===== src/include/cpu_params.svh =====
`ifndef CPU_PARAMS_SVH
`define CPU_PARAMS_SVH

`define DATA_W    32
`define REG_AW    5

`define MEM_WORDS 1024
`define MEM_AW    10                 // Word index into 4 KB

`define CTRL_ADDR 32'h0000_1000      // Bit 0 is run
`define STAT_ADDR 32'h0000_1004      // Reads the current PC

`define LINK_REG  5'd31
`define RESET_PC  32'h0000_0000

`endif


===== src/cpuPkg.sv =====
`include "cpu_params.svh"

package cpuPkg;

	typedef struct packed {
		logic [5:0] op;
		logic [4:0] rs;
		logic [4:0] rt;
		logic [4:0] rd;
		logic [4:0] shamt;
		logic [5:0] funct;
	} rTypeT;

	typedef struct packed {
		logic [5:0] op;
		logic [4:0] rs;
		logic [4:0] rt;
		logic [15:0] imm16;
	} iTypeT;

	typedef struct packed {
		logic [5:0] op;
		logic [25:0] target26;
	} jTypeT;

	typedef union packed {
		rTypeT r;
		iTypeT i;
		jTypeT j;
	} instrT;

	typedef enum logic [3:0] {ADD, SUB, AND, OR, XOR, NOR, SLT, SLTU, SLL, SRA, LUI} aluOpT;
	typedef enum logic [1:0] {BYTE, HALF, WORD} sizeT;

	typedef enum logic {A_RS, A_RT} aSelT;            // A_RT also swaps the register pair
	typedef enum logic [1:0] {B_REG, B_IMM, B_SHAMT} bSelT;
	typedef enum logic [1:0] {DST_RT, DST_RD, DST_LINK} dstT;
	typedef enum logic [1:0] {WB_ALU, WB_MEM, WB_LINK} wbT;
	typedef enum logic [2:0] {BR_NONE, BR_EQ, BR_NE, BR_LTZ, BR_GEZ, BR_GTZ} brT;

	typedef struct packed {
		aluOpT aluOp;
		aSelT aSel;
		bSelT bSel;
		logic regWrite;
		dstT regDst;
		wbT wbSel;
		logic memRead;
		logic memWrite;
		sizeT size;
		logic loadSigned;
		logic immSigned;
		brT branch;
		logic jump;
		logic jumpReg;
	} ctrlT;

	typedef struct packed {
		logic valid;
		logic write;
		sizeT size;
		logic loadSigned;
		logic [`DATA_W-1:0] addr;
		logic [`DATA_W-1:0] wdata;
	} memReqT;

	typedef struct packed {
		logic grant;
		logic [`DATA_W-1:0] rdata;
	} memRspT;

	typedef struct packed {
		logic sel;
		logic enable;
		logic write;
		logic [`DATA_W-1:0] addr;
		logic [`DATA_W-1:0] wdata;
	} apbReqT;

	typedef struct packed {
		logic ready;
		logic [`DATA_W-1:0] rdata;
	} apbRspT;

endpackage


===== src/apbPort.sv =====
`timescale 1ns/1ps
`include "cpu_params.svh"

module apbPort import cpuPkg::*; (
	input  logic               clk,
	input  logic               arstN,
	input  apbReqT             apbReq,
	output apbRspT             apbRsp,
	output memReqT             hReq,
	input  memRspT             hRsp,
	input  logic [`DATA_W-1:0] corePc,
	output logic               run
);

	logic access, ctrlHit, statHit;

	assign access = apbReq.sel & apbReq.enable;
	assign ctrlHit = (apbReq.addr == `CTRL_ADDR);
	assign statHit = (apbReq.addr == `STAT_ADDR);

	// Everything outside the two registers goes to memory as a word access
	assign hReq.valid = access & !(ctrlHit | statHit);
	assign hReq.write = apbReq.write;
	assign hReq.size = WORD;
	assign hReq.loadSigned = 1'b0;
	assign hReq.addr = apbReq.addr;
	assign hReq.wdata = apbReq.wdata;

	assign apbRsp.ready = access & (ctrlHit | statHit | hRsp.grant); // Waits out the core
	assign apbRsp.rdata = ctrlHit ? {{(`DATA_W-1){1'b0}}, run} :
	                      statHit ? corePc : hRsp.rdata;

	always_ff @(posedge clk or negedge arstN) begin
		if (!arstN)
			run <= 1'b0;
		else if (access && apbReq.write && ctrlHit)
			run <= apbReq.wdata[0];
	end

endmodule


===== config.mk =====
export PLATFORM = sky130hd
export DESIGN_NAME = apbPort
export DESIGN_NICKNAME = d
export VERILOG_FILES = /design/src/cpuPkg.sv /design/src/apbPort.sv
export VERILOG_INCLUDE_DIRS = /design/src /design/src/include
export SDC_FILE = /design/constraint.sdc
export NUM_CORES = 1
export LEC_CHECK = 0
export ABC_AREA = 1
export BUFFER_PORTS_ARGS = -buffer_cell sky130_fd_sc_hd__buf_4
export CAP_MARGIN = 20
export CORE_AREA = 2 2 91 93
export CTS_CLUSTER_DIAMETER = 100
export DETAILED_ROUTE_END_ITERATION = 6
export DIE_AREA = 0 0 93 95
export PLACE_DENSITY = 0.57
export SLEW_MARGIN = 20
export SYNTH_ARGS = -nofsm -noshare
export SYNTH_HDL_FRONTEND = slang
export SYNTH_SLANG_ARGS = --single-unit

===== constraint.sdc =====
create_clock -name clk -period 3.4 [get_ports clk]
set_clock_uncertainty 0.2 [all_clocks]
set_input_delay 0.34 -clock clk [delete_from_list [all_inputs] [get_ports clk]]
set_output_delay 0.34 -clock clk [all_outputs]
set_load 0.01 [all_outputs]

==> impl_metrics.toml, run 1 <==
[outcome]
status = "finished, final reports clean"

[clock_tree]
clock_latency_ps = 0
cts_setup_buffers = 0
cts_resized = 0
path_clk_slew_ps = 0
hold_buffers = 1

[grt]
antenna_found_initial = 0
grt_pass1_vias = 1756
grt_pass1_wl_um = 7910
track_usage_pct = 10.6
grt_max_degree = 32
grt_overflow = 0

[final_layout]
top_regs = "run (1)"
final_layout_size_suffix_gt1_share_pct = 46.2
largest_reg_flops = 1
regMostFlops = "run"
syn_to_final_growth_pct = 55.6
nets = 528
final_core_util_pct = 30.8
multi_input_area_um2 = 860
final_cells = 497
nFillCells = 904
regArea_um2 = 25.0
num_antenna_cells = 0

[detailed_routing]
drt_iter0_drc = 23
drcViolationCount = 0
drt_wl_total_um = 5430
via_per_inst = 3.89
num_vias = 1934
drtAntennaViolNets = 0
wl_per_cell_um = 10.9
drt_pass1_iterations = 4

[sta]
rsz0062_at_grt = "false"
fin_crit_ps = 2560
slew_viol_final = 0
tns_ps = 0
post-route-period-util_pct = 75.2
finalHoldViolCount = 0
worst_pin_slew_ps = 547
slew_headroom_pct = 63.5
clock.fmax_ghz = 0.391
fin_hold_ws_ps = 335
setup_viol = 0

[placed_design]
io_buffers = 171
dp_cells = 496
hpwl_um = 4630
place_congestion = 0.728

[power]
power.leakage_uw = 0.00154
net-switching-power_uw = 79.7
vdd_ir_drop_max_v = 0.0000637
p_int_uw = 157
cellPowerDensity_nw_per_um2 = 96.7
pwr-share-comb_pct = 94.9
swShare_pct = 33.7
sequentialPowerShare_pct = 5.1
power.total_uw = 236
p_clk_share_pct = 0

[floorplanning]
dieArea_um2 = 8840
core_area_um2 = 7930
die_w_um = 93
pin_count = 237
die_h_um = 95
row_count = 33
initial_core_util_pct = 19.8

[critical_path]
slowest_delay_ps = 360
end_kind = "output pin"
critPathBufInv = 4
path_depth = 11
crit_path_max_fanout = 17
r2r_end = "run"
reg2reg_from = "run"
cp-start-kind = "primary input"
worstRegToRegCells = 2
path_class = "in2out"
crit_family = "simple AND/OR/NAND/NOR gates"
path_cells = "buf_4, inv_1, nand2_1, nor2_1, nand2_2, nor2_8, nand2_1, buf_4, nand2_1, nor2_1, buf_4"
critPathLaunch = "apbReq[48]"
slowest_stage = "nand2_1"
cp.arrival_ps = 2020
regToRegSetupSlack_ps = 2550
worstPathRequired_ps = 2860

[run]
cap_violations = 0

[synth]
avgSynthCellArea_um2 = 5.33
ys_ff_latch = 1
yosys_warnings = 0
netlist.area_leader.share_pct = 32.5
synth_cells = 295
synth.area.top_cells = "buf_4 32%, nor2_1 19%, nand3b_1 15%, nand2_1 15%, inv_1 6.4%"
ys_types = 17
synth_largest_area_cell = "buf_4"
synth_seq_area_share_pct = 1.59
synth_area_um2 = 1570

[worst_hold_path]
hold_class = "reg2reg"
hp-start = "run"
whs_path_depth = 2
min_to = "run"
synth_stat cells:
cell      instances
nand2_2           2
buf_6             3
buf_4            68
conb_1            2
dfrtp_1           1
nand3_1           3
inv_2             1
nand4_2           1
nand3b_1         32
o21ai_0           1
nor2_1           80
nand2_1          63
nor2_8            1
clkbuf_1          3
inv_1            27
buf_2             6
nor2_2            1
logic make-up after synthesis:
family,synth area share [%]
AO/OA/AOI/OAI,0.318
buffers and inverters,43.9
flip-flops,1.59
other,0.478
AND/OR/NAND/NOR,53.7
tightest hold or removal path, cell delays in order (launching register included):
cell     delay, ps
dfrtp_1        340
o21ai_0         90
nand2_1         70
worst max path at each step:
stage | end
finish | apbRsp[14]
floorplan | apbRsp[10]
CTS | apbRsp[14]
detailed placement | apbRsp[14]
global route | apbRsp[30]
global placement | apbRsp[20]
cell type report:
type,count,area share (%)
timing repair buffer,176,54.1
tap,105,5.37
multi-input combinational,187,35.2
inverter,28,4.30
sequential,1,1.02
layout by cell type (no fill, tap or decap):
cell type and count:
buf_4 175, nor2_1 80, nand2_1 63, nand3b_1 32, inv_1 27, nand3_1 3
conb_1 3, nand2_2 2, nand4_2 1, nor2_8 1, inv_2 1, nor2_2 1
o21ai_0 1, dlygate4sd3_1 1, dfrtp_1 1
power by group through the flow:
stage,combinational (µW),clock (µW),sequential (µW)
2_1_floorplan,134,0,12.1
3_3_place_gp,224,0,12.1
3_5_place_dp,225,0,12.1
4_1_cts,226,0,12.1
5_1_grt,243,0,12.1
6_report,224,0,12.1
routing by layer:
layer  GRT usage, %  wire (µm)
met4           1.59         58
met2           20.8       2830
met1           12.2       2010
met3           1.76        536
met5              0          0
metrics by stage:
step / instance area [µm²] / setup WS (ps)
floorplan: 1580 / 1570
global placement: 2430 / 851
detailed placement: 2430 / 818
CTS: 2440 / 815
global route: 2440 / 639
finish: 2440 / 843
Note: power is estimated with default switching activity, not from simulation.
==> run 2, diff against run 1 <==
- ABC_AREA: 1 -> 0
- PLACE_DENSITY: 0.57 -> 0.56
- clock period: 3.4 -> 2.05 ns (I/O delays scaled with it)
==> run 2 against run 1 <==
  * Sequential share of layout area is 0.068 points higher
  * Cell count decreased by 20%
  * Critical path depth fell by 5
  * First-iteration DRC count increased by 100%
  * Area after synthesis shrank 14%
  * Critical endpoint is now run
  * Highest routed layer unchanged
==> impl_metrics.toml, run 2 <==
[placed_design]
place_congestion = 0.732
post-place-ws_ps = -4.34
hpwl_um = 4440
io_buffers = 171
dpl-instance-area_um2 = 2240

[sta]
slew_viol_final = 0
fin_crit_ps = 1950
post-route-period-util_pct = 95.4
rsz0062_at_grt = "true"
finalHoldViolCount = 0
tns_ps = 0
setup_viol = 0
clock.fmax_ghz = 0.512
layout_setup_ws_ps = 95.2

[synth]
synth.area.top_cells = "buf_4 38%, o31ai_1 17%, o21ai_0 11%, nand2_1 8.9%, nor4_4 4.7%"
synth_top_family_by_area = "buffers and inverters"
synth_cells = 199
ys_types = 19
synth_ff_type = "dfrtp_1"
synth.top_cells.by_count = "68 x buf_4, 32 x nand2_1, 31 x o31ai_1"
synth_edf_count = 0
synth_area_um2 = 1350
netlist.area_leader.share_pct = 38.0
yosys_warnings = 0
synth_seq_area_share_pct = 1.86
postSynth.asyncResetShare_pct = 100
synth_largest_area_cell = "buf_4"
avgSynthCellArea_um2 = 6.76
synth_most_common_cell = "buf_4"
synth-simple-area-share_pct = 23.1
synth_compound_area_share_pct = 29.6
synthMuxAreaShare_pct = 2.51
synth_xor_area_share_pct = 0
synth-adder-area-share_pct = 0
ys_ff_latch = 1

[detailed_routing]
wl_per_cell_um = 13.1
drtAntennaViolNets = 0
drcViolationCount = 0
num_vias = 1685
drt_wl_total_um = 5220
drt_pass1_iterations = 4
via_per_inst = 4.21
drt_iter0_drc = 47

[final_layout]
top_regs = "run (1)"
regMostFlops = "run"
largest_reg_flops = 1
most-common-layout-cells = "174 x buf_4, 32 x nand2_1, 30 x o31ai_1, 24 x o21ai_0, 7 x o21ai_1"
num_antenna_cells = 0
finalInstanceArea_um2 = 2290
nFillCells = 885
nets = 431
syn_to_final_growth_pct = 70.5
final_layout_size_suffix_gt1_share_pct = 65.1
final_common_cell = "buf_4"

[floorplanning]
row_count = 33
die_w_um = 93
initial_core_util_pct = 17.0
core_area_um2 = 7930
die_h_um = 95
dieArea_um2 = 8840
pin_count = 237

[critical_path]
path_class = "in2reg"
cp.arrival_ps = 1620
worstPathRequired_ps = 1720
crit_path_max_fanout = 4
end_kind = "register"
cp-start-kind = "primary input"

[grt]
antenna_found_initial = 0
track_usage_pct = 10.7
grt_pass1_vias = 1543
grt_overflow = 0
grt_max_degree = 35
grt_pass1_wl_um = 7720

[run]
cap_violations = 0

[power]
cellPowerDensity_nw_per_um2 = 180
power.leakage_uw = 0.00109
power.total_uw = 412
vdd_ir_drop_max_v = 0.0000731

[worst_hold_path]
hold_class = "in2out"

[outcome]
status = "finished, final reports clean"

[clock_tree]
path_clk_slew_ps = 0
clock_latency_ps = 0
-- run 2: final cells by class --
cell class / count / area [µm²] / share of cell area, %
timing repair buffer: 179 / 1360 / 59.4
multi-input combinational: 115 / 776 / 33.8
tap: 105 / 131 / 5.73
sequential: 1 / 25.0 / 1.09
-- run 2: logic make-up after synthesis --
kind of cell / count (synthesis)
flops: 1
compound gates: 63
buf+inv: 84
simple gates: 46
mux: 3
other cells: 2
-- run 2: what timing repair did --
| item | 4_1_cts | 5_1_grt |
|---|---|---|
| endpoints found under the setup margin | 1 | 28 |
| gates resized for setup | 2 | 11 |
| endpoints found under the hold margin | 1 | 0 |
| pin swaps | 0 | 1 |
| gates cloned | 0 | 0 |
| hold buffers | 1 | 0 |
| buffers inserted | 0 | 1 |
-- run 2: worst max-delay path: stages --
cell	delay, ps
buf_4	130
nor4_4	280
nand4_2	200
buf_4	190
nor4_2	260
mux2_1	360
-- run 2: where the power goes --
part | switching [µW] | internal (µW)
Sequential | 0.0000000331 | 20.1
Combinational | 153 | 239
Clock | 0 | 0
-- run 2: routing by layer --
layer / vias to the layer above / track usage (%) / share of wire, %
li1: 819 / - / -
met1: 740 / 11.7 / 32
met2: 106 / 20.4 / 51
met3: 20 / 2.15 / 12
met4: 0 / 4.17 / 4.4
met5: - / 0 / 0
-- run 2: worst paths after layout --
kind,from,end,slack (ps),depth (start not counted)
max,apbReq[57],run,100,6
min,apbReq[12],hReq[12],210,0
min in group asynchronous,arstN,run,330,2
min reg2reg,run,run,330,1
max in group asynchronous,arstN,run,1240,2
max reg2reg,run,run,1050,1
-- run 2: per-stage QoR --
| step | cells | hold WS, ps | util (%) |
|---|---|---|---|
| 2_1_floorplan | 200 | -291 | - |
| 3_3_place_gp | 398 | -220 | 28.2 |
| 3_5_place_dp | 398 | -218 | 28.2 |
| 4_1_cts | 399 | 210 | 28.5 |
| 5_1_grt | 400 | 210 | 28.9 |
| 6_report | 400 | 210 | 28.9 |
