### config.mk
export PLATFORM = sky130hd
export DESIGN_NAME = cpuCore
export DESIGN_NICKNAME = d
export VERILOG_FILES = /design/src/cpuPkg.sv /design/src/ctrlDecoder.sv /design/src/aluUnit.sv /design/src/regFile.sv /design/src/cpuCore.sv
export VERILOG_INCLUDE_DIRS = /design/src /design/src/include
export SDC_FILE = /design/constraint.sdc
export NUM_CORES = 2
export LEC_CHECK = 0
export BUFFER_PORTS_ARGS = -buffer_cell sky130_fd_sc_hd__buf_2
export CORE_AREA = 2 2 482 484
export CTS_BUF_LIST = sky130_fd_sc_hd__clkbuf_16
export DETAILED_ROUTE_END_ITERATION = 6
export DIE_AREA = 0 0 484 486
export PLACE_DENSITY = 0.55
export SLEW_MARGIN = 0
export SYNTH_ARGS = -nofsm -noshare
export SYNTH_HDL_FRONTEND = slang
export SYNTH_SLANG_ARGS = --single-unit
### constraint.sdc
create_clock -name clk -period 8.2 [get_ports clk]
set_input_delay 0 -clock clk [delete_from_list [all_inputs] [get_ports clk]]
set_output_delay 0 -clock clk [all_outputs]
set_load 0.005 [all_outputs]
### src/include/cpu_params.svh
`ifndef CPU_PARAMS_SVH
`define CPU_PARAMS_SVH

`define DATA_W    32
`define REG_AW    5

`define MEM_WORDS 1024
`define MEM_AW    10                 // Word index into 4 KB

`define CTRL_ADDR 32'h0000_1000      // Bit 0 is run
`define STAT_ADDR 32'h0000_1004      // Reads the current PC

`define LINK_REG  5'd31
`define RESET_PC  32'h0000_0000

`endif

### src/cpuPkg.sv
`include "cpu_params.svh"

package cpuPkg;

	typedef struct packed {
		logic [5:0] op;
		logic [4:0] rs;
		logic [4:0] rt;
		logic [4:0] rd;
		logic [4:0] shamt;
		logic [5:0] funct;
	} rTypeT;

	typedef struct packed {
		logic [5:0] op;
		logic [4:0] rs;
		logic [4:0] rt;
		logic [15:0] imm16;
	} iTypeT;

	typedef struct packed {
		logic [5:0] op;
		logic [25:0] target26;
	} jTypeT;

	typedef union packed {
		rTypeT r;
		iTypeT i;
		jTypeT j;
	} instrT;

	typedef enum logic [3:0] {ADD, SUB, AND, OR, XOR, NOR, SLT, SLTU, SLL, SRA, LUI} aluOpT;
	typedef enum logic [1:0] {BYTE, HALF, WORD} sizeT;

	typedef enum logic {A_RS, A_RT} aSelT;            // A_RT also swaps the register pair
	typedef enum logic [1:0] {B_REG, B_IMM, B_SHAMT} bSelT;
	typedef enum logic [1:0] {DST_RT, DST_RD, DST_LINK} dstT;
	typedef enum logic [1:0] {WB_ALU, WB_MEM, WB_LINK} wbT;
	typedef enum logic [2:0] {BR_NONE, BR_EQ, BR_NE, BR_LTZ, BR_GEZ, BR_GTZ} brT;

	typedef struct packed {
		aluOpT aluOp;
		aSelT aSel;
		bSelT bSel;
		logic regWrite;
		dstT regDst;
		wbT wbSel;
		logic memRead;
		logic memWrite;
		sizeT size;
		logic loadSigned;
		logic immSigned;
		brT branch;
		logic jump;
		logic jumpReg;
	} ctrlT;

	typedef struct packed {
		logic valid;
		logic write;
		sizeT size;
		logic loadSigned;
		logic [`DATA_W-1:0] addr;
		logic [`DATA_W-1:0] wdata;
	} memReqT;

	typedef struct packed {
		logic grant;
		logic [`DATA_W-1:0] rdata;
	} memRspT;

	typedef struct packed {
		logic sel;
		logic enable;
		logic write;
		logic [`DATA_W-1:0] addr;
		logic [`DATA_W-1:0] wdata;
	} apbReqT;

	typedef struct packed {
		logic ready;
		logic [`DATA_W-1:0] rdata;
	} apbRspT;

endpackage

### src/ctrlDecoder.sv
`timescale 1ns/1ps

module ctrlDecoder import cpuPkg::*; (
	input  instrT instr,
	output ctrlT  ctrl
);

	always_comb begin
		ctrl = '0; // Nop with nothing written
		if (instr != '0) begin
			case (instr.r.op)
				6'd0: begin // SPECIAL
					ctrl.regWrite = 1'b1;
					ctrl.regDst = DST_RD;
					case (instr.r.funct)
						6'd32, 6'd33: ctrl.aluOp = ADD; // No overflow trap
						6'd34, 6'd35: ctrl.aluOp = SUB;
						6'd36: ctrl.aluOp = AND;
						6'd37: ctrl.aluOp = OR;
						6'd38: ctrl.aluOp = XOR;
						6'd39: ctrl.aluOp = NOR;
						6'd42: ctrl.aluOp = SLT;
						6'd43: ctrl.aluOp = SLTU;
						6'd0, 6'd3, 6'd4, 6'd7: begin // SLL SRA SLLV SRAV
							ctrl.aluOp = instr.r.funct[1] ? SRA : SLL;
							ctrl.aSel = A_RT;
							ctrl.bSel = instr.r.funct[2] ? B_REG : B_SHAMT;
						end
						6'd8: begin // JR
							ctrl.regWrite = 1'b0;
							ctrl.jumpReg = 1'b1;
						end
						default: ctrl.regWrite = 1'b0;
					endcase
				end
				6'd1: begin // REGIMM selected by rt
					if (instr.i.rt == 5'd0)
						ctrl.branch = BR_LTZ;
					else if (instr.i.rt == 5'd1)
						ctrl.branch = BR_GEZ;
				end
				6'd2: ctrl.jump = 1'b1;
				6'd3: begin // JAL
					ctrl.jump = 1'b1;
					ctrl.regWrite = 1'b1;
					ctrl.regDst = DST_LINK;
					ctrl.wbSel = WB_LINK;
				end
				6'd4, 6'd5: begin
					ctrl.aluOp = SUB;
					ctrl.branch = instr.i.op[0] ? BR_NE : BR_EQ;
				end
				6'd7: begin
					ctrl.aluOp = OR; // Zero flags rs == 0 since rt is $0
					ctrl.branch = BR_GTZ;
				end
				6'd8, 6'd9, 6'd10, 6'd11, 6'd12, 6'd13, 6'd14, 6'd15: begin
					ctrl.regWrite = 1'b1;
					ctrl.bSel = B_IMM;
					ctrl.immSigned = !instr.i.op[2];
					case (instr.i.op[2:0])
						3'd2: ctrl.aluOp = SLT;
						3'd3: ctrl.aluOp = SLTU;
						3'd4: ctrl.aluOp = AND;
						3'd5: ctrl.aluOp = OR;
						3'd6: ctrl.aluOp = XOR;
						3'd7: ctrl.aluOp = LUI;
						default: ctrl.aluOp = ADD;
					endcase
				end
				6'd32, 6'd33, 6'd35, 6'd36, 6'd37: begin // Loads
					ctrl.regWrite = 1'b1;
					ctrl.wbSel = WB_MEM;
					ctrl.memRead = 1'b1;
					ctrl.bSel = B_IMM;
					ctrl.immSigned = 1'b1;
					ctrl.loadSigned = !instr.i.op[2];
					ctrl.size = instr.i.op[1] ? WORD : (instr.i.op[0] ? HALF : BYTE);
				end
				6'd40, 6'd41, 6'd43: begin // Stores
					ctrl.memWrite = 1'b1;
					ctrl.bSel = B_IMM;
					ctrl.immSigned = 1'b1;
					ctrl.size = instr.i.op[1] ? WORD : (instr.i.op[0] ? HALF : BYTE);
				end
				default: ctrl = '0;
			endcase
		end
	end

endmodule

### src/aluUnit.sv
`timescale 1ns/1ps
`include "cpu_params.svh"

module aluUnit import cpuPkg::*; (
	input  aluOpT              op,
	input  logic [`DATA_W-1:0] a,
	input  logic [`DATA_W-1:0] b,
	output logic [`DATA_W-1:0] result,
	output logic               zero
);

	// Shifts move a by the low bits of b
	always_comb begin
		case (op)
			ADD:  result = a + b;
			SUB:  result = a - b;
			AND:  result = a & b;
			OR:   result = a | b;
			XOR:  result = a ^ b;
			NOR:  result = ~(a | b);
			SLT:  result = {{(`DATA_W-1){1'b0}}, $signed(a) < $signed(b)};
			SLTU: result = {{(`DATA_W-1){1'b0}}, a < b};
			SLL:  result = a << b[4:0];
			SRA:  result = $signed(a) >>> b[4:0];
			LUI:  result = {b[15:0], 16'h0000};
			default: result = '0;
		endcase
	end

	assign zero = (result == '0); // BEQ and BNE

endmodule

### src/regFile.sv
`timescale 1ns/1ps
`include "cpu_params.svh"

module regFile (
	input  logic               clk,
	input  logic               arstN,
	input  logic [`REG_AW-1:0] ra1,
	input  logic [`REG_AW-1:0] ra2,
	output logic [`DATA_W-1:0] rd1,
	output logic [`DATA_W-1:0] rd2,
	input  logic               we,
	input  logic [`REG_AW-1:0] wa,
	input  logic [`DATA_W-1:0] wd
);

	logic [`DATA_W-1:0] regs [2**`REG_AW];

	assign rd1 = regs[ra1];
	assign rd2 = regs[ra2];

	always_ff @(posedge clk or negedge arstN) begin
		if (!arstN) begin
			for (int i = 0; i < 2**`REG_AW; i++)
				regs[i] <= '0;
		end else if (we && wa != '0) begin // $0 stays zero
			regs[wa] <= wd;
		end
	end

endmodule

### src/cpuCore.sv
`timescale 1ns/1ps
`include "cpu_params.svh"

module cpuCore import cpuPkg::*; (
	input  logic               clk,
	input  logic               arstN,
	input  logic               run,
	output logic [`DATA_W-1:0] fetchAddr,
	input  instrT              instr,
	output memReqT             dReq,
	input  memRspT             dRsp,
	output logic [`DATA_W-1:0] pc
);

	ctrlT ctrl;
	logic runQ;
	logic [`DATA_W-1:0] pcQ, pcNext4, pcNext, brTarget, imm;
	logic [`DATA_W-1:0] rd1, rd2, aluA, regB, aluB, aluRes, wbData;
	logic [`REG_AW-1:0] wa;
	logic zero, taken, we;

	ctrlDecoder uDec (.instr(instr), .ctrl(ctrl));

	regFile uRegs (.clk(clk), .arstN(arstN), .ra1(instr.r.rs), .ra2(instr.r.rt),
		.rd1(rd1), .rd2(rd2), .we(we), .wa(wa), .wd(wbData));

	aluUnit uAlu (.op(ctrl.aluOp), .a(aluA), .b(aluB), .result(aluRes), .zero(zero));

	assign pc = (run && !runQ) ? `RESET_PC : pcQ; // Every run starts at the vector
	assign fetchAddr = pc;
	assign pcNext4 = pc + 32'd4;
	assign brTarget = pcNext4 + {{14{instr.i.imm16[15]}}, instr.i.imm16, 2'b00};
	assign imm = ctrl.immSigned ? {{16{instr.i.imm16[15]}}, instr.i.imm16}
	                            : {16'h0000, instr.i.imm16};

	assign aluA = (ctrl.aSel == A_RT) ? rd2 : rd1;
	assign regB = (ctrl.aSel == A_RT) ? rd1 : rd2; // Other register of the pair
	assign aluB = (ctrl.bSel == B_IMM)   ? imm :
	              (ctrl.bSel == B_SHAMT) ? {27'd0, instr.r.shamt} : regB;

	always_comb begin
		case (ctrl.branch)
			BR_EQ:  taken = zero;
			BR_NE:  taken = !zero;
			BR_LTZ: taken = rd1[31];
			BR_GEZ: taken = !rd1[31];
			BR_GTZ: taken = !rd1[31] && !zero;
			default: taken = 1'b0;
		endcase
	end

	always_comb begin
		if (ctrl.jumpReg)
			pcNext = rd1;
		else if (ctrl.jump)
			pcNext = {pcNext4[31:28], instr.j.target26, 2'b00};
		else if (taken)
			pcNext = brTarget;
		else
			pcNext = pcNext4;
	end

	always_ff @(posedge clk or negedge arstN) begin
		if (!arstN) begin
			pcQ <= `RESET_PC;
			runQ <= 1'b0;
		end else begin
			runQ <= run;
			if (run)
				pcQ <= pcNext;
		end
	end

	assign wa = (ctrl.regDst == DST_LINK) ? `LINK_REG :
	            (ctrl.regDst == DST_RD)   ? instr.r.rd : instr.r.rt;
	assign wbData = (ctrl.wbSel == WB_MEM)  ? dRsp.rdata :
	                (ctrl.wbSel == WB_LINK) ? pcNext4 : aluRes;
	assign we = run & ctrl.regWrite & (!ctrl.memRead | dRsp.grant);

	assign dReq.valid = run & (ctrl.memRead | ctrl.memWrite);
	assign dReq.write = ctrl.memWrite;
	assign dReq.size = ctrl.size;
	assign dReq.loadSigned = ctrl.loadSigned;
	assign dReq.addr = aluRes;
	assign dReq.wdata = rd2;

endmodule

==> run_results.csv <==
group,metric,value,unit
status,status,"finished, violations left",
status,violations,"DRC",
cts,insertion_delay,0.78,ns
timing,setup_viol,0,
floorplanning,die_w,484,um
timing,fmax,129,MHz
cts,clock_path_buffers,3,
synthesis,ys_seq_elements,1057,
timing,period_needed,7.75,ns
timing,post-route-worst-setup-slack,0.452,ns
setup_path,worstSetupStartpointType,"flip-flop",
floorplanning,coreArea,0.229,mm^2
global_routing,grt_pass1_vias,57831,
min_path,hold_path_class,"input pin to flip-flop",
setup_path,critical_path_required,8.88,ns
synthesis,yosys-top-cells-count,"nand2_1, o21ai_0, dfrtp_1, mux4_2, clkbuf_1",
global_routing,grt_pass1_wl,433000,um
drt,drtIter0Drc,7401,
min_path,min_from,"dRsp[1]",
synthesis,syn-num-nets,7074,
finish,final_nets,7119,
place,dp_hpwl,209000,um
timing,finalCritPeriodShare,94.5,%
synthesis,yosysTopAreaCell,"dfrtp_1",
finish,fillers,23187,
cts,clk_pin_slew_worst_paths,0.06,ns
place,gp_congestion,1.08,
synthesis,syn_area,0.0686,mm^2
global_routing,grt_remaining_overflow,0,
drt,wirelength,302000,um
timing,slew_headroom,12.9,%
setup_path,cp_max_fo,29,
timing,finClkSkew,0.0613,ns
synthesis,synth_area_leaders,"dfrtp_1, mux4_2, o21ai_0",
timing,tns,0,ns
setup_path,cp_common_cell,"buf_4",
timing,hold_viol_final,0,
cts,cts_buffers,114,
synthesis,yosysMostFrequentCell,"nand2_1",
drt,vias_per_cell,5.93,
timing,drv_slew,0,
timing,tightest_slew,1.31,ns
timing,rsz0062_at_grt,"false",
finish,fin_area,0.0782,mm^2
finish,syn_to_final_growth,14.0,%
global_routing,grt.total_usage,25.2,%
drt,vias,59604,
synthesis,synth_top_area_share,38.6,%
floorplanning,start_util,29.9,%
setup_path,setup.worst_path.end_class,"flip-flop",
synthesis,syn_inst,6868,
drt,wl_per_cell,30.0,um
drt,drt_first_pass_iters,7,
synthesis,ys.flop_type,"dfrtp_1",
place,post_dp_cell_area,0.0739,mm^2
floorplanning,fp-row-count,176,
global_routing,grt_max_degree,164,
cts,cts_tree,"built",
setup_path,path_buf_inv,4,
drt,drc_errors,1,
pwr,leakagePower,33.2,nW
finish,drive_gt1_share,23.0,%
synthesis,synth_cell_types,102,
cts,cts-root-buf,"clkbuf_16",
place,post-place-ws,0.331,ns
floorplanning,die-area,0.235,mm^2
cts,cts_resized,0,
setup_path,crit_path_start,"uRegs.regs[16]",
setup_path,worstSetupPathType,"flip-flop to flip-flop",
synthesis,syn_avg_cell_area,9.98,um^2
run,maxCapViolCount,0,
cts,cts-htree-levels,3,
cts,clock-sinks,1057,
setup_path,slowest_delay,0.74,ns
global_routing,antenna_found_initial,28,
setup_path,cp_data_arrival_time,8.42,ns
synthesis,ys_warn_count,0,
setup_path,reg2reg_from,"uRegs.regs[16]",
setup_path,crit_family,"compound AO/OA/AOI/OAI gates",
setup_path,cp_slowest_cell,"mux2i_1",
synthesis,synthArstFlopShare,100,%
floorplanning,ioPinCount,201,
floorplanning,die_h,486,um
place,io_buffers,200,
timing,fin_hold_ws,0.0726,ns
pwr,p_per_area,196,mW/mm^2
drt,antenna_left,0,
pwr,ir_drop,175,uV
synthesis,synth_edf_count,0,
synthesis,ys_seq_area_share,38.6,%
## metrics by stage
step,utilization (%),cells,power (mW)
after floorplan,-,6868,8.20
after global placement,32.2,9780,9.84
after detailed placement,32.2,9780,9.88
after CTS,34.0,10038,15.3
after global routing,34.1,10047,15.9
final,34.1,10053,15.3
## cells in the final DEF, fill, tap and decap left out, drive strengths merged, types with 29 or more instances in the layout
cell / instances
nand2: 1244
o21ai: 1214
dfrtp: 1057
buf: 598
mux4: 585
nor2: 285
mux2i: 206
a21oi: 189
inv: 157
ha: 135
clkbuf: 115
mux2: 87
nand3: 69
nor3: 67
clkinv: 55
and2: 54
o211ai: 52
o22ai: 47
a211oi: 47
xnor2: 46
a31oi: 43
a221oi: 43
dlygate4sd3: 41
nand2b: 40
xor2: 31
or2: 30
a21o: 29
## cell type report
type                       count  area (um^2)  area share (%)
antenna                       13         32.5          0.0416
clock buffer                 115         2880            3.68
clock inverter               102          967            1.24
inverter                     138          520           0.666
multi-input combinational   4963        38700            49.5
sequential                  1057        26500            33.8
tap                         3026         3790            4.84
timing repair buffer         639         4880            6.24
## sequential cells by signal (all words and copies together) (netlist names)
| name | cells |
|---|---|
| runQ | 1 |
| pcQ | 32 |
| uRegs.regs | 1024 |
## power by group
part	internal, mW	switching (mW)	leakage [nW]	total (mW)
Sequential	5.60	0.308	14.5	5.90
Combinational	1.48	2.54	16.8	4.02
Clock	3.01	2.36	1.90	5.38
## cell families after synthesis
group,count (synthesis),share of synthesized area [%]
and+or+nand+nor,1955,12.2
AOI/OAI and AO/OA,1913,16.2
DFF,1057,38.6
muxes,878,23.8
buffers and inverters,848,5.61
adders and majority gates,140,2.58
xor gates and xnor gates,77,0.984
## worst register-to-register path, delay by kind of cell, from the launching register on
| kind | cells | cell delay (ns) |
|---|---|---|
| compound gates | 11 | 2.38 |
| xor+xnor | 1 | 0.29 |
| fa+ha+maj | 1 | 0.33 |
| buf+inv | 4 | 0.74 |
| flops | 1 | 0.40 |
| mux | 4 | 1.89 |
| simple gates | 7 | 1.62 |
## timing repair
item / 4_1_cts / 5_1_grt
endpoints found under the setup margin: 0 / 0
hold endpoints to repair: 997 / 2
buffers inserted: 0 / 0
hold buffers: 41 / 1
## final timing paths
check                              endpoint  slack, ns  cells after the start
max reg2reg                         pcQ[19]       0.45                     28
max in group asynchronous   uRegs.regs[722]       5.90                      5
min reg2reg                uRegs.regs[1006]       0.39                      0
max                                 pcQ[19]       0.45                     28
min in group asynchronous    uRegs.regs[55]       0.53                      4
min                         uRegs.regs[705]       0.07                      3
## per-layer routing
metal	routed length (um)	vias up	global-route usage (%)
met5	108	-	0
met4	20200	16	14.6
met3	28500	756	5.47
met2	131000	3355	37.8
met1	122000	30325	33.4
li1	-	25152	-
Note: power is estimated with default switching activity, not from simulation.
